$ cat src/common/decode_pkg.sv
// shared decode types; opcode values are project-local classes, not the real LoongArch encoding
package decode_pkg;

  localparam int XLEN      = 32;
  localparam int REG_IDX_W = 5;

  // ====================================================================
  // instruction word views
  // ====================================================================
  typedef struct packed {
    logic [5:0]           opcode;
    logic [10:0]          rsvd;
    logic [REG_IDX_W-1:0] rk;
    logic [REG_IDX_W-1:0] rj;
    logic [REG_IDX_W-1:0] rd;
  } reg_view_t;

  typedef struct packed {
    logic [5:0]  opcode;
    logic [25:0] imm_field;
  } imm_view_t;

  // same word seen as register fields or as one immediate field
  typedef union packed {
    reg_view_t reg_view;
    imm_view_t imm_view;
  } instr_word_u;

  // ====================================================================
  // operand and immediate kinds
  // ====================================================================
  typedef enum logic [1:0] {SRC_R0, SRC_RD, SRC_RJ, SRC_RK} src_kind_e;

  // jd is rd | rj, ra is the link register
  typedef enum logic [1:0] {DEST_R0, DEST_RD, DEST_JD, DEST_RA} dest_kind_e;

  typedef enum logic [3:0] {
    IMM_NONE, IMM_UI5, IMM_UI12, IMM_SI12, IMM_SI14,
    IMM_SI16, IMM_SI20, IMM_SI26, IMM_PC
  } imm_kind_e;

  typedef enum logic [2:0] {
    PRIV_NONE, PRIV_CSR_XCHG, PRIV_CSR_READ, PRIV_CSR_WRITE,
    PRIV_RDCNTVL, PRIV_RDCNTID
  } priv_op_e;

  // opcode classes
  localparam logic [5:0] OPC_ADD     = 6'd0;
  localparam logic [5:0] OPC_ADDI    = 6'd1;
  localparam logic [5:0] OPC_ORI     = 6'd2;
  localparam logic [5:0] OPC_SLLI    = 6'd3;
  localparam logic [5:0] OPC_LU12I   = 6'd4;
  localparam logic [5:0] OPC_PCADDU  = 6'd5;
  localparam logic [5:0] OPC_BL      = 6'd6;
  localparam logic [5:0] OPC_JIRL    = 6'd7;
  localparam logic [5:0] OPC_BEQ     = 6'd8;
  localparam logic [5:0] OPC_CSRXCHG = 6'd9;
  localparam logic [5:0] OPC_RDCNT   = 6'd10;

endpackage

$ cat src/decode/imm_extender.sv
// immediate build from the 26-bit field; pc-relative adds the si20 value to pc_i
`timescale 1ns/10ps
module imm_extender import decode_pkg::*; (
  input  instr_word_u     instr_i,
  input  imm_kind_e       imm_kind_i,
  input  logic [XLEN-1:0] pc_i,
  output logic [XLEN-1:0] imm_o
);

  logic [25:0]     f;
  logic [XLEN-1:0] si20;

  assign f    = instr_i.imm_view.imm_field;
  assign si20 = {{12{f[24]}}, f[24:5]};

  always_comb begin
    case (imm_kind_i)
      IMM_UI5:  imm_o = {27'b0, f[14:10]};
      IMM_UI12: imm_o = {20'b0, f[21:10]};
      IMM_SI12: imm_o = {{20{f[21]}}, f[21:10]};
      IMM_SI14: imm_o = {{18{f[23]}}, f[23:10]};
      IMM_SI16: imm_o = {{16{f[25]}}, f[25:10]};
      IMM_SI20: imm_o = si20;
      // low half of the offset sits in the upper field bits
      IMM_SI26: imm_o = {{6{f[9]}}, f[9:0], f[25:10]};
      IMM_PC:   imm_o = pc_i + si20;
      default:  imm_o = '0;
    endcase
  end

endmodule

$ cat src/decode/operand_decoder.sv
// register index selection and privileged-op refinement for one lane, purely combinational
`timescale 1ns/10ps
module operand_decoder import decode_pkg::*; (
  input  instr_word_u          instr_i,
  input  src_kind_e            src0_kind_i,
  input  src_kind_e            src1_kind_i,
  input  dest_kind_e           dest_kind_i,
  input  priv_op_e             priv_op_i,
  output logic [REG_IDX_W-1:0] src0_o,
  output logic [REG_IDX_W-1:0] src1_o,
  output logic [REG_IDX_W-1:0] dest_o,
  output priv_op_e             priv_op_o
);

  logic [REG_IDX_W-1:0] rd;
  logic [REG_IDX_W-1:0] rj;
  logic [REG_IDX_W-1:0] rk;

  assign rd = instr_i.reg_view.rd;
  assign rj = instr_i.reg_view.rj;
  assign rk = instr_i.reg_view.rk;

  function automatic logic [REG_IDX_W-1:0] pick_src(input src_kind_e kind,
                                                   input logic [REG_IDX_W-1:0] f_rd,
                                                   input logic [REG_IDX_W-1:0] f_rj,
                                                   input logic [REG_IDX_W-1:0] f_rk);
    case (kind)
      SRC_RD:  return f_rd;
      SRC_RJ:  return f_rj;
      SRC_RK:  return f_rk;
      default: return '0;
    endcase
  endfunction

  assign src0_o = pick_src(src0_kind_i, rd, rj, rk);
  assign src1_o = pick_src(src1_kind_i, rd, rj, rk);

  always_comb begin
    case (dest_kind_i)
      DEST_RD: dest_o = rd;
      // jump link target is rd or rj, whichever is set
      DEST_JD: dest_o = rd | rj;
      DEST_RA: dest_o = REG_IDX_W'(1);
      default: dest_o = '0;
    endcase
  end

  // ====================================================================
  // privileged op refinement, rj selects the variant
  // ====================================================================
  always_comb begin
    priv_op_o = priv_op_i;
    if (priv_op_i == PRIV_CSR_XCHG) begin
      if (rj == REG_IDX_W'(0)) begin
        priv_op_o = PRIV_CSR_READ;
      end else if (rj == REG_IDX_W'(1)) begin
        priv_op_o = PRIV_CSR_WRITE;
      end
    end else if (priv_op_i == PRIV_RDCNTVL && rj != '0) begin
      priv_op_o = PRIV_RDCNTID;
    end
  end

endmodule

$ cat src/decode/pre_decoder.sv
// opcode to operand-kind table for one lane; unknown opcodes decode as a nop
`timescale 1ns/10ps
module pre_decoder import decode_pkg::*; (
  input  instr_word_u instr_i,
  output src_kind_e   src0_kind_o,
  output src_kind_e   src1_kind_o,
  output dest_kind_e  dest_kind_o,
  output imm_kind_e   imm_kind_o,
  output priv_op_e    priv_op_o
);

  always_comb begin
    src0_kind_o = SRC_R0;
    src1_kind_o = SRC_R0;
    dest_kind_o = DEST_R0;
    imm_kind_o  = IMM_NONE;
    priv_op_o   = PRIV_NONE;
    case (instr_i.reg_view.opcode)
      OPC_ADD: begin
        src0_kind_o = SRC_RJ;
        src1_kind_o = SRC_RK;
        dest_kind_o = DEST_RD;
      end
      OPC_ADDI: begin
        src0_kind_o = SRC_RJ;
        dest_kind_o = DEST_RD;
        imm_kind_o  = IMM_SI12;
      end
      OPC_ORI: begin
        src0_kind_o = SRC_RJ;
        dest_kind_o = DEST_RD;
        imm_kind_o  = IMM_UI12;
      end
      OPC_SLLI: begin
        src0_kind_o = SRC_RJ;
        dest_kind_o = DEST_RD;
        imm_kind_o  = IMM_UI5;
      end
      OPC_LU12I: begin
        dest_kind_o = DEST_RD;
        imm_kind_o  = IMM_SI20;
      end
      OPC_PCADDU: begin
        dest_kind_o = DEST_RD;
        imm_kind_o  = IMM_PC;
      end
      OPC_BL: begin
        dest_kind_o = DEST_RA;
        imm_kind_o  = IMM_SI26;
      end
      OPC_JIRL: begin
        src0_kind_o = SRC_RJ;
        dest_kind_o = DEST_JD;
        imm_kind_o  = IMM_SI16;
      end
      OPC_BEQ: begin
        src0_kind_o = SRC_RJ;
        src1_kind_o = SRC_RD;
        imm_kind_o  = IMM_SI16;
      end
      OPC_CSRXCHG: begin
        src0_kind_o = SRC_RD;
        src1_kind_o = SRC_RJ;
        dest_kind_o = DEST_RD;
        imm_kind_o  = IMM_SI14;
        priv_op_o   = PRIV_CSR_XCHG;
      end
      OPC_RDCNT: begin
        dest_kind_o = DEST_RD;
        priv_op_o   = PRIV_RDCNTVL;
      end
      default: begin
      end
    endcase
  end

endmodule

$ cat src/ibuf/instr_buffer.sv
// circular multi-lane FIFO; IBUF_DEPTH must be >= FETCH_WIDTH + DECODE_WIDTH, wr_num_i packed from lane 0
`timescale 1ns/10ps
module instr_buffer import decode_pkg::*; #(
  parameter int FETCH_WIDTH  = 2,
  parameter int DECODE_WIDTH = 2,
  parameter int IBUF_DEPTH   = 8
) (
  input  logic                                      clk,
  input  logic                                      rst_n,
  input  logic                                      flush_i,
  input  logic                                      wr_valid_i,
  input  logic [$clog2(FETCH_WIDTH+1)-1:0]          wr_num_i,
  input  logic [FETCH_WIDTH-1:0][XLEN-1:0]          wr_instr_i,
  input  logic [FETCH_WIDTH-1:0][XLEN-1:0]          wr_pc_i,
  output logic                                      wr_ready_o,
  output logic [DECODE_WIDTH-1:0]                   rd_valid_o,
  output logic [DECODE_WIDTH-1:0][XLEN-1:0]         rd_instr_o,
  output logic [DECODE_WIDTH-1:0][XLEN-1:0]         rd_pc_o,
  input  logic                                      rd_ready_i
);

  localparam int PTR_W = (IBUF_DEPTH > 1) ? $clog2(IBUF_DEPTH) : 1;
  localparam int CNT_W = $clog2(IBUF_DEPTH + 1);

  logic [XLEN-1:0]  instr_q [IBUF_DEPTH];
  logic [XLEN-1:0]  pc_q    [IBUF_DEPTH];
  logic [PTR_W-1:0] wr_ptr;
  logic [PTR_W-1:0] rd_ptr;
  logic [CNT_W-1:0] count;
  logic             push;
  logic [CNT_W-1:0] push_num;
  logic [CNT_W-1:0] pop_num;

  // pointer add with wrap, depth need not be a power of two
  function automatic logic [PTR_W-1:0] wrap_add(input logic [PTR_W-1:0] base,
                                                input int unsigned off);
    int unsigned sum;
    sum = base + off;
    if (sum >= IBUF_DEPTH) begin
      sum = sum - IBUF_DEPTH;
    end
    return sum[PTR_W-1:0];
  endfunction

  assign wr_ready_o = (CNT_W'(IBUF_DEPTH) - count) >= CNT_W'(FETCH_WIDTH);
  assign push       = wr_valid_i & wr_ready_o;
  assign push_num   = push ? CNT_W'(wr_num_i) : '0;

  // pop whatever is presented
  always_comb begin
    pop_num = '0;
    if (rd_ready_i) begin
      pop_num = (count > CNT_W'(DECODE_WIDTH)) ? CNT_W'(DECODE_WIDTH) : count;
    end
  end

  always_comb begin
    for (int i = 0; i < DECODE_WIDTH; i++) begin
      rd_valid_o[i] = count > CNT_W'(i);
      rd_instr_o[i] = instr_q[wrap_add(rd_ptr, i)];
      rd_pc_o[i]    = pc_q[wrap_add(rd_ptr, i)];
    end
  end

  // ====================================================================
  // storage
  // ====================================================================
  always_ff @(posedge clk) begin
    for (int i = 0; i < FETCH_WIDTH; i++) begin
      if (push && (i < wr_num_i)) begin
        instr_q[wrap_add(wr_ptr, i)] <= wr_instr_i[i];
        pc_q[wrap_add(wr_ptr, i)]    <= wr_pc_i[i];
      end
    end
  end

  always_ff @(posedge clk or negedge rst_n) begin
    if (!rst_n) begin
      wr_ptr <= '0;
      rd_ptr <= '0;
      count  <= '0;
    end else if (flush_i) begin
      wr_ptr <= '0;
      rd_ptr <= '0;
      count  <= '0;
    end else begin
      wr_ptr <= wrap_add(wr_ptr, push_num);
      rd_ptr <= wrap_add(rd_ptr, pop_num);
      count  <= count + push_num - pop_num;
    end
  end

endmodule

$ cat src/logic/decode_frontend_top.sv
// decode front end top; IBUF_DEPTH must be >= FETCH_WIDTH + DECODE_WIDTH
`timescale 1ns/10ps
module decode_frontend_top import decode_pkg::*; #(
  parameter int FETCH_WIDTH  = 2,
  parameter int DECODE_WIDTH = 2,
  parameter int IBUF_DEPTH   = 8
) (
  input  logic                                   clk,
  input  logic                                   rst_n,
  input  logic                                   flush_i,
  input  logic                                   fetch_valid_i,
  input  logic [$clog2(FETCH_WIDTH+1)-1:0]       fetch_num_i,
  input  logic [FETCH_WIDTH-1:0][XLEN-1:0]       fetch_instr_i,
  input  logic [FETCH_WIDTH-1:0][XLEN-1:0]       fetch_pc_i,
  output logic                                   fetch_ready_o,
  output logic [DECODE_WIDTH-1:0]                out_valid_o,
  output logic [DECODE_WIDTH-1:0][XLEN-1:0]      out_pc_o,
  output logic [DECODE_WIDTH-1:0][REG_IDX_W-1:0] out_src0_o,
  output logic [DECODE_WIDTH-1:0][REG_IDX_W-1:0] out_src1_o,
  output logic [DECODE_WIDTH-1:0][REG_IDX_W-1:0] out_dest_o,
  output logic [DECODE_WIDTH-1:0][XLEN-1:0]      out_imm_o,
  output priv_op_e [DECODE_WIDTH-1:0]            out_priv_op_o,
  input  logic                                   out_ready_i
);

  logic [DECODE_WIDTH-1:0]                rd_valid;
  logic [DECODE_WIDTH-1:0][XLEN-1:0]      rd_instr;
  logic [DECODE_WIDTH-1:0][XLEN-1:0]      rd_pc;
  logic                                   rd_ready;
  src_kind_e  [DECODE_WIDTH-1:0]          src0_kind;
  src_kind_e  [DECODE_WIDTH-1:0]          src1_kind;
  dest_kind_e [DECODE_WIDTH-1:0]          dest_kind;
  imm_kind_e  [DECODE_WIDTH-1:0]          imm_kind;
  priv_op_e   [DECODE_WIDTH-1:0]          pre_priv_op;
  priv_op_e   [DECODE_WIDTH-1:0]          dec_priv_op;
  logic [DECODE_WIDTH-1:0][REG_IDX_W-1:0] dec_src0;
  logic [DECODE_WIDTH-1:0][REG_IDX_W-1:0] dec_src1;
  logic [DECODE_WIDTH-1:0][REG_IDX_W-1:0] dec_dest;
  logic [DECODE_WIDTH-1:0][XLEN-1:0]      dec_imm;

  // ====================================================================
  // instruction buffer
  // ====================================================================
  instr_buffer #(
    .FETCH_WIDTH  (FETCH_WIDTH),
    .DECODE_WIDTH (DECODE_WIDTH),
    .IBUF_DEPTH   (IBUF_DEPTH)
  ) u_instr_buffer (
    .clk        (clk),
    .rst_n      (rst_n),
    .flush_i    (flush_i),
    .wr_valid_i (fetch_valid_i),
    .wr_num_i   (fetch_num_i),
    .wr_instr_i (fetch_instr_i),
    .wr_pc_i    (fetch_pc_i),
    .wr_ready_o (fetch_ready_o),
    .rd_valid_o (rd_valid),
    .rd_instr_o (rd_instr),
    .rd_pc_o    (rd_pc),
    .rd_ready_i (rd_ready)
  );

  // ====================================================================
  // per-lane decode
  // ====================================================================
  for (genvar i = 0; i < DECODE_WIDTH; i++) begin : g_lane
    pre_decoder u_pre_decoder (
      .instr_i     (rd_instr[i]),
      .src0_kind_o (src0_kind[i]),
      .src1_kind_o (src1_kind[i]),
      .dest_kind_o (dest_kind[i]),
      .imm_kind_o  (imm_kind[i]),
      .priv_op_o   (pre_priv_op[i])
    );

    operand_decoder u_operand_decoder (
      .instr_i     (rd_instr[i]),
      .src0_kind_i (src0_kind[i]),
      .src1_kind_i (src1_kind[i]),
      .dest_kind_i (dest_kind[i]),
      .priv_op_i   (pre_priv_op[i]),
      .src0_o      (dec_src0[i]),
      .src1_o      (dec_src1[i]),
      .dest_o      (dec_dest[i]),
      .priv_op_o   (dec_priv_op[i])
    );

    imm_extender u_imm_extender (
      .instr_i    (rd_instr[i]),
      .imm_kind_i (imm_kind[i]),
      .pc_i       (rd_pc[i]),
      .imm_o      (dec_imm[i])
    );
  end

  issue_stage #(
    .DECODE_WIDTH (DECODE_WIDTH)
  ) u_issue_stage (
    .clk           (clk),
    .rst_n         (rst_n),
    .flush_i       (flush_i),
    .in_valid_i    (rd_valid),
    .in_pc_i       (rd_pc),
    .in_src0_i     (dec_src0),
    .in_src1_i     (dec_src1),
    .in_dest_i     (dec_dest),
    .in_imm_i      (dec_imm),
    .in_priv_op_i  (dec_priv_op),
    .in_ready_o    (rd_ready),
    .out_valid_o   (out_valid_o),
    .out_pc_o      (out_pc_o),
    .out_src0_o    (out_src0_o),
    .out_src1_o    (out_src1_o),
    .out_dest_o    (out_dest_o),
    .out_imm_o     (out_imm_o),
    .out_priv_op_o (out_priv_op_o),
    .out_ready_i   (out_ready_i)
  );

endmodule

$ cat src/logic/issue_stage.sv
// one registered slot per lane; reloads when empty or out_ready_i is high, flush drops all lanes
`timescale 1ns/10ps
module issue_stage import decode_pkg::*; #(
  parameter int DECODE_WIDTH = 2
) (
  input  logic                                   clk,
  input  logic                                   rst_n,
  input  logic                                   flush_i,
  input  logic [DECODE_WIDTH-1:0]                in_valid_i,
  input  logic [DECODE_WIDTH-1:0][XLEN-1:0]      in_pc_i,
  input  logic [DECODE_WIDTH-1:0][REG_IDX_W-1:0] in_src0_i,
  input  logic [DECODE_WIDTH-1:0][REG_IDX_W-1:0] in_src1_i,
  input  logic [DECODE_WIDTH-1:0][REG_IDX_W-1:0] in_dest_i,
  input  logic [DECODE_WIDTH-1:0][XLEN-1:0]      in_imm_i,
  input  priv_op_e [DECODE_WIDTH-1:0]            in_priv_op_i,
  output logic                                   in_ready_o,
  output logic [DECODE_WIDTH-1:0]                out_valid_o,
  output logic [DECODE_WIDTH-1:0][XLEN-1:0]      out_pc_o,
  output logic [DECODE_WIDTH-1:0][REG_IDX_W-1:0] out_src0_o,
  output logic [DECODE_WIDTH-1:0][REG_IDX_W-1:0] out_src1_o,
  output logic [DECODE_WIDTH-1:0][REG_IDX_W-1:0] out_dest_o,
  output logic [DECODE_WIDTH-1:0][XLEN-1:0]      out_imm_o,
  output priv_op_e [DECODE_WIDTH-1:0]            out_priv_op_o,
  input  logic                                   out_ready_i
);

  // whole group moves at once
  assign in_ready_o = ~(|out_valid_o) | out_ready_i;

  always_ff @(posedge clk or negedge rst_n) begin
    if (!rst_n) begin
      out_valid_o <= '0;
    end else if (flush_i) begin
      out_valid_o <= '0;
    end else if (in_ready_o) begin
      out_valid_o <= in_valid_i;
    end
  end

  always_ff @(posedge clk) begin
    if (in_ready_o) begin
      out_pc_o      <= in_pc_i;
      out_src0_o    <= in_src0_i;
      out_src1_o    <= in_src1_i;
      out_dest_o    <= in_dest_i;
      out_imm_o     <= in_imm_i;
      out_priv_op_o <= in_priv_op_i;
    end
  end

endmodule

$ cat config.mk
export PLATFORM = sky130hd
export DESIGN_NAME = decode_frontend_top
export DESIGN_NICKNAME = d
export VERILOG_FILES = /design/src/common/decode_pkg.sv /design/src/decode/imm_extender.sv /design/src/decode/operand_decoder.sv /design/src/decode/pre_decoder.sv /design/src/ibuf/instr_buffer.sv /design/src/logic/decode_frontend_top.sv /design/src/logic/issue_stage.sv
export SDC_FILE = /design/constraint.sdc
export NUM_CORES = 2
export LEC_CHECK = 0
export BUFFER_PORTS_ARGS = -buffer_cell sky130_fd_sc_hd__buf_4
export CAP_MARGIN = 5
export CORE_ASPECT_RATIO = 2
export CORE_MARGIN = 1
export CORE_UTILIZATION = 51
export DETAILED_ROUTE_END_ITERATION = 10
export GPL_TIMING_DRIVEN = 0
export PLACE_DENSITY_LB_ADDON = 0.08
export SLEW_MARGIN = 30
export SYNTH_ARGS = -nofsm -noshare
export SYNTH_HDL_FRONTEND = slang
export SYNTH_HIERARCHICAL = 1
export SYNTH_SLANG_ARGS = --single-unit
$ cat constraint.sdc
create_clock -name clk -period 14.7 [get_ports clk]
set_input_delay 1.47 -clock clk [delete_from_list [all_inputs] [get_ports clk]]
set_output_delay 1.47 -clock clk [all_outputs]
set_load 0.005 [all_outputs]
==> metrics.yaml <==
global_route:
  globalRouteTotalUtil_pct: 37.5
  grt_pass1_vias: 29400
  grt-ovfl-total: 0
  antenna_found_initial: 2
  grt_pass1_wl_um: 213000
  grt_max_degree: 28
detailed_routing:
  drt_iter0_drc: 2583
  wl_um: 154000
  drtPass1Iterations: 5
  drc_errors: 0
  vias_per_cell: 6.78
  routedWlPerCell_um: 36.8
  vias: 28300
  antenna_left: 0
sta:
  max-slew-margin-rel_pct: 28.4
  drv_slew: 0
  rsz0062_at_grt: "no"
  finalCritPeriodShare_pct: 48.9
  fin_skew_ns: 0.0460
  tightestPinTransition_ns: 1.07
  final.min_clock_period_ns: 7.20
  setup_viol: 0
  holdWs_ns: 0.644
  finalHoldViolCount: 0
  setup_total_negative_slack_ns: 0
  fmax_mhz: 139
  layout_setup_ws_ns: 7.50
synth:
  synth_edf_count: 676
  yosys-top-cells-area: "edfxtp_1 49%, mux2_2 15%, mux4_2 14%, ha_1 2.3%, mux2_4 2.2%"
  synth_top_cell_by_area: "edfxtp_1"
  synth_area_um2: 41300
  syn_inst: 2657
  yosysSeqAreaShare_pct: 49.8
  post_synth_num_cell_types: 101
  ys.flop_type: "edfxtp_1"
  synth_top_cell_area_share_pct: 49.1
  synth-seq-cells: 688
  mappedNetlistNets: 2874
  yosysWarnings: 6
  async_reset_ff_share_pct: 1.74
  syn_area_per_cell_um2: 15.6
cells_and_area:
  final_common_cell: "edfxtp_1"
  multi_input_area_um2: 19600
  final_cell_area_um2: 48400
  drive_gt1_share_pct: 47.4
  final_cell_mix: "676 x edfxtp_1, 543 x mux2_2, 307 x buf_4"
  register_area_um2: 20600
  areaGrowthSynthToFinish_pct: 17.2
  nets: 3293
  fillers: 6246
placement:
  port_buffers: 301
  pre_cts_ws_ns: 7.78
  routabilityCongestion: 0.973
  dpl_cell_area_um2: 46300
  hpwl_um: 115000
critical_path:
  crit_end: "u_issue_stage/out_imm_o[61]"
  cp_cell_sequence: "clkbuf_1 -> buf_2 -> clkbuf_1 -> clkbuf_1 -> mux4_2 -> mux2_2 -> buf_2 -> nor2_4 -> xor2_1 -> nor3_1 -> nor2_1 -> nand3_1 -> a21oi_1 -> a41o_1 -> a21o_1 -> a21oi_1 -> o21ai_0"
  r2r_slack_ns: 7.50
  crit_family: "buffers and inverters"
  cpMaxStageDelayCell: "clkbuf_1"
  cp-end-kind: "flip-flop"
  max_stage_delay_ns: 0.84
  path_buf_inv: 5
  start_kind: "flip-flop"
  r2r_cells: 17
  path_class: "reg2reg"
  reg2reg_to: "u_issue_stage/out_imm_o[61]"
  crit_cells: 17
  crit_start: "u_instr_buffer/rd_ptr[0]"
  reg2reg_from: "u_instr_buffer/rd_ptr[0]"
  crit_top_cell: "clkbuf_1"
  crit_fanout: 10
  worstPathRequired_ns: 15.00
  cp.arrival_ns: 7.50
pwr:
  irDropWorstVdd_mv: 0.116
  p_per_area_nw_per_um2: 233
  power_frac_clock_pct: 15.6
  switchingPower_mw: 4.99
  p_int_mw: 6.29
  p_sw_share_pct: 44.2
  seqPwrFrac_pct: 25.9
  p_comb_share_pct: 58.5
  power.leakage_nw: 17.3
floorplan:
  fp.dieW_um: 203
  rows: 147
  dieArea_um2: 82300
  start_util_pct: 51.5
  die_y_um: 405
  ios: 302
  core_area_um2: 80200
clock_tree:
  cts_buffer_depth: 3
  cts-root-buf: "clkbuf_16"
  cts_tree: "done"
  cts_setup_buffers: 0
  clock_latency_ns: 0.67
  clk_pin_slew_ns: 0.07
  cts_hold_buffers: 0
  clock_sinks: 688
  ctsResizeCount: 0
  numCtsBuffers: 66
  htreeDepth: 3
outcome:
  status: "complete, no violations"
run:
  cap_violations: 0
worst_hold_path:
  hold_class: "in2async"
-- cells in the mapped netlist, drive strengths merged (12+ instances only) --
master and count:
a22oi 23, and3 13, a21oi 89, nor2b 25
nand2 71, nor2 88, o21ai 76, a22o 30
inv 43, o21a 12, edfxtp 676, clkbuf 67
nand2b 15, buf 100, mux2 660, xnor2 28
ha 77, xor2 34, nand4 13, mux4 256
a21o 33, nand3 29, o21bai 12, nor3 20
dfrtp 12
-- worst min-delay path by stage --
stage / startpoint / endpoint / slack (ns) / cells after the start
2_1_floorplan: u_issue_stage/out_valid_o[0] / u_issue_stage/out_valid_o[0] / 0.59 / 2
3_3_place_gp: u_issue_stage/out_valid_o[0] / u_issue_stage/out_valid_o[0] / 0.58 / 2
3_5_place_dp: u_issue_stage/out_valid_o[0] / u_issue_stage/out_valid_o[0] / 0.66 / 2
4_1_cts: rst_n / u_instr_buffer/rd_ptr[1] / 0.61 / 1
5_1_grt: rst_n / u_instr_buffer/rd_ptr[1] / 0.64 / 1
6_report: rst_n / u_instr_buffer/rd_ptr[1] / 0.64 / 1
-- state kept, by name, summed over array words and instances (netlist names) --
signal	count
u_issue_stage/out_dest_o	10
u_instr_buffer/instr_q	256
u_instr_buffer/count	4
u_issue_stage/out_src0_o	10
u_issue_stage/out_priv_op_o	6
u_issue_stage/out_src1_o	10
u_instr_buffer/wr_ptr	3
u_instr_buffer/pc_q	256
u_instr_buffer/rd_ptr	3
u_issue_stage/out_pc_o	64
u_issue_stage/out_valid_o	2
u_issue_stage/out_imm_o	64
-- worst register-to-register path, delay by kind of cell (launching register included) --
| family | cells | cell delay, ns |
|---|---|---|
| XOR/XNOR | 1 | 0.09 |
| AND/OR/NAND/NOR | 4 | 0.94 |
| AO/OA/AOI/OAI | 5 | 1.84 |
| multiplexers | 2 | 0.80 |
| flip-flops | 1 | 0.42 |
| buffers and inverters | 5 | 2.76 |
-- cell type report --
type	count	area share (%)
Timing Repair Buffer	351	7.23
Antenna cell	2	0.0103
Inverter	44	0.344
Buffer	167	2.27
Clock buffer	73	3.55
Tap cell	1043	2.69
Multi-Input combinational cell	1758	40.5
Sequential cell	688	42.5
Clock inverter	46	0.907
-- power by group through the flow --
| stage | sequential, mW | clock [mW] | combinational [mW] |
|---|---|---|---|
| detailed placement | 2.95 | 0 | 6.49 |
| finish | 2.92 | 1.76 | 6.60 |
| floorplan | 2.95 | 0 | 3.93 |
| global placement | 3.05 | 0 | 6.24 |
| global route | 2.95 | 1.85 | 6.92 |
| CTS | 2.91 | 1.79 | 6.52 |
-- routing by layer --
layer	up-vias	global-route usage, %	share of wire (%)
met5	-	0	0
met4	0	29.4	9.0
met3	474	7.46	7.8
met2	1615	65.1	51
met1	14500	39.4	32
li1	11700	-	-
-- per-stage QoR --
stage               instances  power, mW  utilization, %
CTS                      4170       11.2            60.4
detailed placement       4051       9.43            57.7
finish                   4172       11.3            60.4
global route             4171       11.7            60.4
global placement         4001       9.29            56.0
floorplan                2657       6.89               -
-- kinds of logic (layout without fill, tap and decap cells) --
group / Yosys count / count (layout) / synth area share (%)
AO/OA/AOI/OAI: 376 / 376 / 6.45
XOR/XNOR: 62 / 62 / 1.35
adder cells (fa/ha/maj): 82 / 82 / 2.57
buffers and inverters: 211 / 681 / 2.98
flip-flops: 688 / 688 / 49.8
multiplexers: 918 / 918 / 32.5
other: 3 / 5 / 0.0272
AND/OR/NAND/NOR: 317 / 317 / 4.27
Power figures use the tool's default switching activity.
